`config.mk`:
```
export PLATFORM = sky130hd
export DESIGN_NAME = perf_counter_unit
export DESIGN_NICKNAME = d
export VERILOG_FILES = /design/src/hw/perf_pkg.sv /design/src/hw/perf_ctrl_if.sv /design/src/hw/perf_addr_decode.sv /design/src/hw/perf_counter_bank.sv /design/src/hw/perf_counter_unit.sv /design/src/hw/perf_mmio_port.sv
export SDC_FILE = /design/constraint.sdc
export NUM_CORES = 1
export LEC_CHECK = 0
export BUFFER_PORTS_ARGS = -buffer_cell sky130_fd_sc_hd__buf_4
export CORE_MARGIN = 1.5
export CORE_UTILIZATION = 60
export CTS_BUF_LIST = sky130_fd_sc_hd__clkbuf_2 sky130_fd_sc_hd__clkbuf_4 sky130_fd_sc_hd__clkbuf_8
export CTS_CLUSTER_DIAMETER = 150
export DETAILED_ROUTE_END_ITERATION = 10
export PLACE_DENSITY = 0.89
export SLEW_MARGIN = 20
export SYNTH_ARGS = -nofsm -noshare
export SYNTH_HDL_FRONTEND = slang
export SYNTH_HIERARCHICAL = 1
export SYNTH_SLANG_ARGS = --single-unit
export TNS_END_PERCENT = 50
```
`constraint.sdc`:
```
create_clock -name clk -period 5.7 [get_ports clk]
set_input_delay 0 -clock clk [delete_from_list [all_inputs] [get_ports clk]]
set_output_delay 0 -clock clk [all_outputs]
set_load 0.005 [all_outputs]
```
`src/hw/perf_pkg.sv`:
```
// Performance counter unit shared types, counter count and MMIO address map
`default_nettype none

package perf_pkg;

  // One machine word, used for addresses, counter values and read data
  typedef logic [15:0] perf_word_t;

  localparam int num_counters = 9;

  // One strobe per event, indexed by counter number
  typedef logic [num_counters-1:0] perf_event_t;

  // 0 means no counter, 1 to 9 select counters 0 to 8
  typedef logic [3:0] perf_sel_t;

  // One-hot or zero
  typedef logic [num_counters-1:0] perf_clear_t;

  typedef perf_word_t perf_count_array_t [num_counters];

  // Counter indices
  typedef enum logic [3:0] {
    l2_hit,
    l2_miss,
    dl1_hit,
    dl1_miss,
    il1_hit,
    il1_miss,
    br_predict,
    br_mispredict,
    stall_cycle
  } perf_event_e;

  // Counter 0 sits here, the rest step down by one word
  localparam perf_word_t perf_addr_base = 16'hfff0;

  function automatic perf_word_t counter_addr(perf_event_e ev);
    return perf_addr_base - (perf_word_t'(ev) << 1);
  endfunction

endpackage : perf_pkg

`default_nettype wire

```
`src/hw/perf_ctrl_if.sv`:
```
// Control bundle linking the MMIO port, the address decoder and the counter bank
`default_nettype none

interface perf_ctrl_if;
  import perf_pkg::*;

  // Accepted request, valid for one cycle
  logic              acc_fire;
  perf_word_t        acc_addr;
  logic              acc_store;

  // Decode results
  perf_sel_t         sel;
  perf_clear_t       clear;

  // Live counter values
  perf_count_array_t counts;

  modport port (
    output acc_fire,
    output acc_addr,
    output acc_store,
    input  sel,
    input  counts
  );

  modport decoder (
    input  acc_fire,
    input  acc_addr,
    input  acc_store,
    output sel,
    output clear
  );

  modport bank (
    input  clear,
    output counts
  );

endinterface : perf_ctrl_if

`default_nettype wire

```
`src/hw/perf_addr_decode.sv`:
```
// Address decoder turning an accepted access into a counter select and clear strobe
`default_nettype none

module perf_addr_decode (
  perf_ctrl_if.decoder ctrl
);
  import perf_pkg::*;

  logic clear_en;

  // Only an accepted store clears
  assign clear_en = ctrl.acc_fire && ctrl.acc_store;

  always_comb begin
    ctrl.sel   = '0;
    ctrl.clear = '0;
    // Odd and out-of-map addresses fall through with sel of 0
    for (int k = 0; k < num_counters; k++) begin
      if (ctrl.acc_addr == counter_addr(perf_event_e'(k))) begin
        ctrl.sel      = perf_sel_t'(k + 1);
        ctrl.clear[k] = clear_en;
      end
    end
  end

  // Clear checks, sampled whenever the decode settles
  always_comb begin
    a_clear_onehot0 : assert ($onehot0(ctrl.clear))
      else $error("perf_addr_decode: more than one clear bit set");
    a_clear_has_sel : assert ((ctrl.clear == '0) || (ctrl.sel != '0))
      else $error("perf_addr_decode: clear raised without a counter select");
  end

endmodule : perf_addr_decode

`default_nettype wire

```
`src/hw/perf_counter_bank.sv`:
```
// Bank of nine saturating 16-bit event counters with per-counter synchronous clear
`default_nettype none

module perf_counter_bank (
  input  logic                  clk,
  input  logic                  reset,
  input  perf_pkg::perf_event_t events,
  perf_ctrl_if.bank             ctrl
);
  import perf_pkg::*;

  perf_count_array_t count_q;

  always_ff @(posedge clk) begin
    if (reset) begin
      for (int k = 0; k < num_counters; k++) begin
        count_q[k] <= '0;
      end
    end else begin
      for (int k = 0; k < num_counters; k++) begin
        // Clear beats an event in the same cycle
        if (ctrl.clear[k]) begin
          count_q[k] <= '0;
        end else if (events[k] && (count_q[k] != '1)) begin
          count_q[k] <= count_q[k] + 1'b1;
        end
      end
    end
  end

  assign ctrl.counts = count_q;

  // Without a clear a counter only holds or grows
  for (genvar g = 0; g < num_counters; g++) begin : g_no_decrease
    a_no_decrease : assert property (
      @(posedge clk) disable iff (reset)
      !ctrl.clear[g] |=> (count_q[g] >= $past(count_q[g]))
    ) else $error("perf_counter_bank: counter %0d decreased without a clear", g);
  end

endmodule : perf_counter_bank

`default_nettype wire

```
`src/hw/perf_counter_unit.sv`:
```
// Performance counter unit top level joining the MMIO port, decoder and counter bank
`default_nettype none

module perf_counter_unit (
  input  logic                  clk,
  input  logic                  reset,
  input  perf_pkg::perf_event_t events,
  input  logic                  req_valid,
  output logic                  req_ready,
  input  perf_pkg::perf_word_t  req_addr,
  input  logic                  req_store,
  output logic                  rsp_valid,
  input  logic                  rsp_ready,
  output perf_pkg::perf_word_t  rsp_data
);

  // Shared control bundle
  perf_ctrl_if ctrl_if ();

  // Bus handshake and read response
  perf_mmio_port i_perf_mmio_port (
    .clk       (clk),
    .reset     (reset),
    .req_valid (req_valid),
    .req_ready (req_ready),
    .req_addr  (req_addr),
    .req_store (req_store),
    .rsp_valid (rsp_valid),
    .rsp_ready (rsp_ready),
    .rsp_data  (rsp_data),
    .ctrl      (ctrl_if.port)
  );

  // Address map
  perf_addr_decode i_perf_addr_decode (
    .ctrl (ctrl_if.decoder)
  );

  // Event counters
  perf_counter_bank i_perf_counter_bank (
    .clk    (clk),
    .reset  (reset),
    .events (events),
    .ctrl   (ctrl_if.bank)
  );

endmodule : perf_counter_unit

`default_nettype wire

```
`src/hw/perf_mmio_port.sv`:
```
// MMIO request/response port with a one-entry registered read response
`default_nettype none

module perf_mmio_port (
  input  logic                 clk,
  input  logic                 reset,
  input  logic                 req_valid,
  output logic                 req_ready,
  input  perf_pkg::perf_word_t req_addr,
  input  logic                 req_store,
  output logic                 rsp_valid,
  input  logic                 rsp_ready,
  output perf_pkg::perf_word_t rsp_data,
  perf_ctrl_if.port            ctrl
);
  import perf_pkg::*;

  logic       rsp_valid_q;
  perf_word_t rsp_data_q;
  perf_word_t read_value;
  logic       accept;
  logic       stalled;

  // Room for a new request when the response slot is empty or draining
  assign req_ready = !rsp_valid_q || rsp_ready;
  assign accept    = req_valid && req_ready;
  assign stalled   = rsp_valid_q && !rsp_ready;

  // Request fields go straight to the decoder
  assign ctrl.acc_fire  = accept;
  assign ctrl.acc_addr  = req_addr;
  assign ctrl.acc_store = req_store;

  // Read mux, zero for an unmapped address
  always_comb begin
    read_value = '0;
    for (int k = 0; k < num_counters; k++) begin
      if (ctrl.sel == perf_sel_t'(k + 1)) begin
        read_value = ctrl.counts[k];
      end
    end
  end

  always_ff @(posedge clk) begin
    if (reset) begin
      rsp_valid_q <= 1'b0;
    end else if (accept) begin
      rsp_valid_q <= 1'b1;
    end else if (rsp_ready) begin
      rsp_valid_q <= 1'b0;
    end
  end

  // Value before the accept edge, so a store returns the pre-clear count
  always_ff @(posedge clk) begin
    if (accept) begin
      rsp_data_q <= read_value;
    end
  end

  assign rsp_valid = rsp_valid_q;
  assign rsp_data  = rsp_data_q;

  // A stalled response keeps its data until it is taken
  a_rsp_stable : assert property (
    @(posedge clk) disable iff (reset)
    stalled |=> rsp_valid && $stable(rsp_data)
  ) else $error("perf_mmio_port: response changed while stalled");

  // No access reaches the decoder while a response is stalled
  a_no_accept_stalled : assert property (
    @(posedge clk) disable iff (reset)
    stalled |-> !req_ready && !ctrl.acc_fire
  ) else $error("perf_mmio_port: request accepted while response stalled");

endmodule : perf_mmio_port

`default_nettype wire

```
==> results of run 1 <==
-- state kept, by name (all words and copies together), names as in the netlist --
| name | count |
|---|---|
| i_perf_counter_bank/ctrl.counts | 144 |
| i_perf_mmio_port/rsp_data | 16 |
| i_perf_mmio_port/rsp_valid | 1 |
-- worst max-delay path, stage by stage, from the launching register on --
cell      delay, ns
dfxtp_1        0.32
nand2b_1       0.11
and2_1         0.71
nand2_1        0.10
or3_1          0.47
nor3_1         0.45
or2_2          0.36
nor2_1         0.07
a31o_2         0.24
-- worst max-delay path by stage --
stage	start	end	slack (ns)	cells past startpoint
global placement	i_perf_mmio_port/rsp_valid$_SDFFE_PP0P_	i_perf_counter_bank/ctrl.counts[57]$_SDFFE_PP0P_	2.92	8
global route	i_perf_mmio_port/rsp_valid$_SDFFE_PP0P_	i_perf_counter_bank/ctrl.counts[57]$_SDFFE_PP0P_	2.63	8
detailed placement	i_perf_mmio_port/rsp_valid$_SDFFE_PP0P_	i_perf_counter_bank/ctrl.counts[57]$_SDFFE_PP0P_	2.87	8
finish	i_perf_mmio_port/rsp_valid$_SDFFE_PP0P_	i_perf_counter_bank/ctrl.counts[57]$_SDFFE_PP0P_	2.77	8
CTS	i_perf_mmio_port/rsp_valid$_SDFFE_PP0P_	i_perf_counter_bank/ctrl.counts[57]$_SDFFE_PP0P_	2.84	8
floorplan	i_perf_mmio_port/rsp_valid$_SDFFE_PP0P_	i_perf_counter_bank/ctrl.counts[41]$_SDFFE_PP0P_	3.19	10
-- repair_timing --
item	CTS	global route
buffers inserted	0	0
hold buffers	12	0
hold endpoints to repair	35	0
endpoints found under the setup margin	0	0
-- cell usage in the layout, fill, tap and decap left out, types with 6 or more instances in the layout --
cell type      Yosys  final
nor2_1           147    147
buf_4             24     50
and4_1            19     19
inv_1             13     13
dfxtp_1          145    145
bufinv_16          0      6
and2_1             7      7
mux2i_1           27     27
and3_1            24     24
clkbuf_8           0     17
a31oi_1            7      7
edfxtp_1          16     16
xnor2_1           43     43
o21ai_0           22     22
or2_2             10     10
o22ai_1           21     21
ha_1               9      9
dlygate4sd3_1      0     12
a21oi_1           65     65
xor2_1            41     41
a211oi_1          12     12
nand2_1           74     74
mux2_2            12     12
a222oi_1           8      8
nand2b_1          17     17
nor4_1            19     19
or3_1             12     12
nand3_1           52     52
nor3_1            51     51
nand4_1           45     45
-- report_power, final --
| group | switching [mW] | internal [mW] |
|---|---|---|
| combinational | 0.0623 | 0.0528 |
| clock | 0.430 | 0.576 |
| sequential | 0.0259 | 1.16 |
| total | 0.518 | 1.79 |
-- layout make-up --
class / instances / area (µm²)
timing repair buffer: 62 / 495.5
fill: 1216 / 5065
clock inverter: 13 / 235.2
sequential: 161 / 3383
clock buffer: 19 / 249.0
inverter: 13 / 48.80
tap: 188 / 235.2
multi-input combinational: 848 / 5434
-- cells by family (layout without fill, tap and decap cells) --
family	after synthesis	after routing	synth area share (%)
buffers and inverters	74	107	4.735
and+or+nand+nor	516	516	30.06
DFF	161	161	36.58
AOI/OAI and AO/OA	200	200	15.07
muxes	39	39	4.383
adders and majority gates	9	9	1.218
xor gates and xnor gates	84	84	7.954
-- layer usage --
| layer | part of all wire, % | track usage, % | vias to the layer above |
|---|---|---|---|
| li1 | - | - | 4047 |
| met1 | 43 | 42.17 | 4023 |
| met2 | 44 | 46.36 | 494 |
| met3 | 10 | 6.658 | 71 |
| met4 | 3.1 | 9.826 | 0 |
| met5 | 0 | 0 | - |
-- per-stage QoR --
step	worst slack (ns)	instances	area, µm²
floorplan	3.194	1083	9249
global placement	2.922	1260	9477
detailed placement	2.875	1260	9477
CTS	2.841	1304	10080
global route	2.633	1304	10080
finish	2.771	1304	10080
==> results.md, run 1 <==
- Result of the run: finished clean
- Routed via count: 8,635
- Slew margin rel.: 42.46%
- Worst VDD drop: 0.2348 mV
- Final setup violation count: 0
- Number of diodes: 0
- Worst slew pin tran: 0.8631 ns
- Hold EP: i_perf_counter_bank/ctrl.counts[26]$_SDFFE_PP0P_
- #FFs+latches synth: 161
- Synth Flop Type: dfxtp_1
- Critical path arrival: 3.29 ns
- RR Startpoint: i_perf_mmio_port/rsp_valid$_SDFFE_PP0P_
- Post-route clock period utilization: 51.39%
- Hold Path Class: input pin to flop
- DP HPWL: 17.28 mm
- H-tree Lvls: 4
- First-pass GRT wire length: 38.66 mm
- Crit start category: flop
- Top cell type by total area after synthesis: dfxtp_1
- Yosys top cell area share: 31.39%
- Top-Level Pins: 48
- Die ar.: 0.01617 mm²
- Die height: 127.2 µm
- DRC Markers: 0
- RSZ-0062 raised after global routing: false
- Pleak: 3.532 nW
- Worst r2r dst: i_perf_counter_bank/ctrl.counts[57]$_SDFFE_PP0P_
- Share of post-route cells with drive strength above 1: 12.63%
- Post-synthesis sequential area ratio: 36.58%
- Top post-synthesis cells by count: nor2_1, dfxtp_1, nand2_1, a21oi_1, nand3_1
- Reg2Reg Setup Slack: 2.77 ns
- Clock-pin transition on the worst setup and hold timing paths: 0.10 ns
- Cts bufs inserted: 17
- Critical path required time: 6.06 ns
- Via density: 6.622
- Yosys warns: 6
- Pre-Repair DR Iteration Count: 7
- Largest net degree at the start of global routing: 50
- Gr usage total: 30.12%
- Top-count cell post-synth: nor2_1
- Crit Path Max Fanout: 17
- Area Growth Syn to Fin: 8.996%
- Die span in x: 127.2 µm
- CTS max path bufs: 2
- Min-delay src: req_addr[3]
- Clock sink total: 161
- Max Freq: 341.4 MHz
- Post-synthesis cell count: 1,083
- Setup TNS: 0 ns
- CTS resizes: 0
- Worst Setup End Kind: flop
- Core Rows: 45
- Synth Area per Inst: 8.540 µm²
- Grt ovf: 0
- TritonCTS clock tree: done
- Max Cap Viol: 0
- Clk Latency, worst-skew pair: 0.48 ns
- Synth async-reset ratio: 0%
- Hold violation total from the final report: 0
- Slew Viols, Final: 0
- Yosys cell types: 84
- Fin util: 66.56%
- CTS root buffer: clkbuf_8
- Antenna violations before repair: 0
- Power density over cell area: 229.0 mW/mm²
- FF-to-FF path depth: 8
- Worst Skew: 0.01809 ns
- Nets: 1,142
- Hold Slack: 0.2832 ns
- Final WL: 24.17 mm
- Syn Nets: 1,122
- First DRT Iteration DRCs: 1,395
- Initial core utilization: 61.07%
- Crit path time final: 2.929 ns
- Final Power: 2.309 mW
- Core Area: 0.01515 mm²
- I/O Buffers: 47
- GPL Wtd Cong: 0.9044
- Post-route ant nets: 0
- Number of synthesized flops with an enable pin: 16
- Critical setup path kind: flop to flop
- Vias in the first global route: 7,584
- Hold path depth: 4
- Area contributors post-synth: dfxtp_1, nor2_1, edfxtp_1, xnor2_1, xor2_1
- Mapped cell area: 0.009249 mm²
- Routed length per instance: 18.54 µm
No activity file was read; power rests on OpenSTA's default activity.
==> run 2, diff against run 1 <==
==> constraint.sdc (replaced) <==
create_clock -name clk -period 3 [get_ports clk]
set_input_delay 0 -clock clk [delete_from_list [all_inputs] [get_ports clk]]
set_output_delay 0 -clock clk [all_outputs]
set_load 0.005 [all_outputs]
==> results.md, run 2 (synthesized netlist as in run 1, its figures left out) <==
- Slew margin rel.: 47.43%
- Nets: 1,147
- Worst Setup End Kind: flop
- Crit Path Max Fanout: 12
- Largest net degree at the start of global routing: 50
- CTS root buffer: clkbuf_8
- Pleak: 3.548 nW
- Grt ovf: 0
- Largest register FFs: 144
- Share of post-route cells with drive strength above 1: 13.02%
- DP HPWL: 17.84 mm
- CTS max path bufs: 2
- Hold Path Class: input pin to flop
- Routed via count: 8,646
- Cts bufs inserted: 17
- Core Area: 0.01515 mm²
- Most frequent cells in the layout: nor2_1, dfxtp_1, nand2_1
- Worst slew pin tran: 0.7821 ns
- I/O Buffers: 47
- Clock-pin transition on the worst setup and hold timing paths: 0.08 ns
- RSZ-0062 raised after global routing: false
- Critical path arrival: 2.77 ns
- Pre-Repair DR Iteration Count: 6
- Vias in the first global route: 7,626
- Layout filler cell count: 1,192
- First-pass GRT wire length: 38.77 mm
- Cell count after placement: 1,265
- Routed length per instance: 18.52 µm
- Core Rows: 45
- Initial core utilization: 61.07%
- Die height: 127.2 µm
- Final WL: 24.25 mm
- Hold violation total from the final report: 0
- Gr usage total: 30.22%
- Fin cells: 1,309
- Die span in x: 127.2 µm
- Die ar.: 0.01617 mm²
- First DRT Iteration DRCs: 1,274
- Design Area, Final: 0.01008 mm²
- Via density: 6.605
- Antenna violations before repair: 0
- Number of diodes: 0
- Setup TNS: 0 ns
- Critical path required time: 3.36 ns
- Clk Latency, worst-skew pair: 0.47 ns
- Post-route ant nets: 0
- TritonCTS clock tree: done
- Post-route clock period utilization: 80.36%
- CTS resizes: 0
- DRC Markers: 0
- Hold Slack: 0.2755 ns
- Placed Area: 0.009539 mm²
- Worst VDD drop: 0.3645 mV
- Power density over cell area: 412.3 mW/mm²
- Max Freq: 414.8 MHz
- Critical setup path kind: flop to flop
- Fin util: 66.53%
- Final setup violation count: 0
- Crit start category: flop
- Top-Level Pins: 48
- GPL Wtd Cong: 0.9590
- Slew Viols, Final: 0
- Area Growth Syn to Fin: 8.942%
- H-tree Lvls: 4
- Leading cell type in the layout, fill and taps excluded: nor2_1
- Crit path time final: 2.411 ns
- Result of the run: finished clean
- Max Cap Viol: 0
- Worst Skew: 0.01630 ns
- Clock sink total: 161
[run 2: area by class of cell]
cell class / count / area (µm²) / share of cell area (%)
multi-input combinational: 848 / 5434 / 53.93
sequential: 161 / 3383 / 33.58
timing repair buffer: 67 / 558.0 / 5.538
clock buffer: 22 / 284.0 / 2.819
tap: 188 / 235.2 / 2.335
clock inverter: 10 / 132.6 / 1.316
inverter: 13 / 48.80 / 0.4843
[run 2: worst max-delay path, cell delays in order (launching register included)]
cell	delay, ns
dfxtp_1	0.32
nand2b_1	0.11
and2_1	0.16
nand2_1	0.06
or3_1	0.44
nor3_1	0.54
or2_2	0.38
nor2_1	0.07
a31o_2	0.24
[run 2: worst paths after layout]
path | start | endpoint | slack, ns | depth (start not counted)
worst max-delay path | i_perf_mmio_port/rsp_valid$_SDFFE_PP0P_ | i_perf_counter_bank/ctrl.counts[57]$_SDFFE_PP0P_ | 0.59 | 8
worst min register to register | i_perf_counter_bank/ctrl.counts[43]$_SDFFE_PP0P_ | i_perf_counter_bank/ctrl.counts[43]$_SDFFE_PP0P_ | 0.51 | 2
worst max register to register | i_perf_mmio_port/rsp_valid$_SDFFE_PP0P_ | i_perf_counter_bank/ctrl.counts[57]$_SDFFE_PP0P_ | 0.59 | 8
worst min-delay path | req_addr[2] | i_perf_counter_bank/ctrl.counts[43]$_SDFFE_PP0P_ | 0.28 | 5
[run 2: power by group]
group,total [mW],internal (mW),switching (mW)
clock network,1.68,0.891,0.789
logic,0.219,0.101,0.118
registers,2.26,2.21,0.0498
[run 2: metrics by stage]
| stage | total power [mW] | setup slack, ns |
|---|---|---|
| 2_1_floorplan | 2.422 | 0.4937 |
| 3_3_place_gp | 2.499 | 0.6461 |
| 3_5_place_dp | 2.507 | 0.5467 |
| 4_1_cts | 4.171 | 0.6493 |
| 5_1_grt | 4.288 | 0.4631 |
| 6_report | 4.154 | 0.5891 |
[run 2: per-layer routing]
layer	GRT usage [%]	wire, µm	vias to the layer above
met5	0	0	-
met2	45.75	10710	478
li1	-	-	4057
met4	11.16	712	0
met3	6.784	2313	66
met1	42.38	10510	4045
[run 2: repair_timing]
action / CTS / global route
endpoints found under the hold margin: 35 / 0
hold buffers: 12 / 0
buffers inserted: 0 / 0
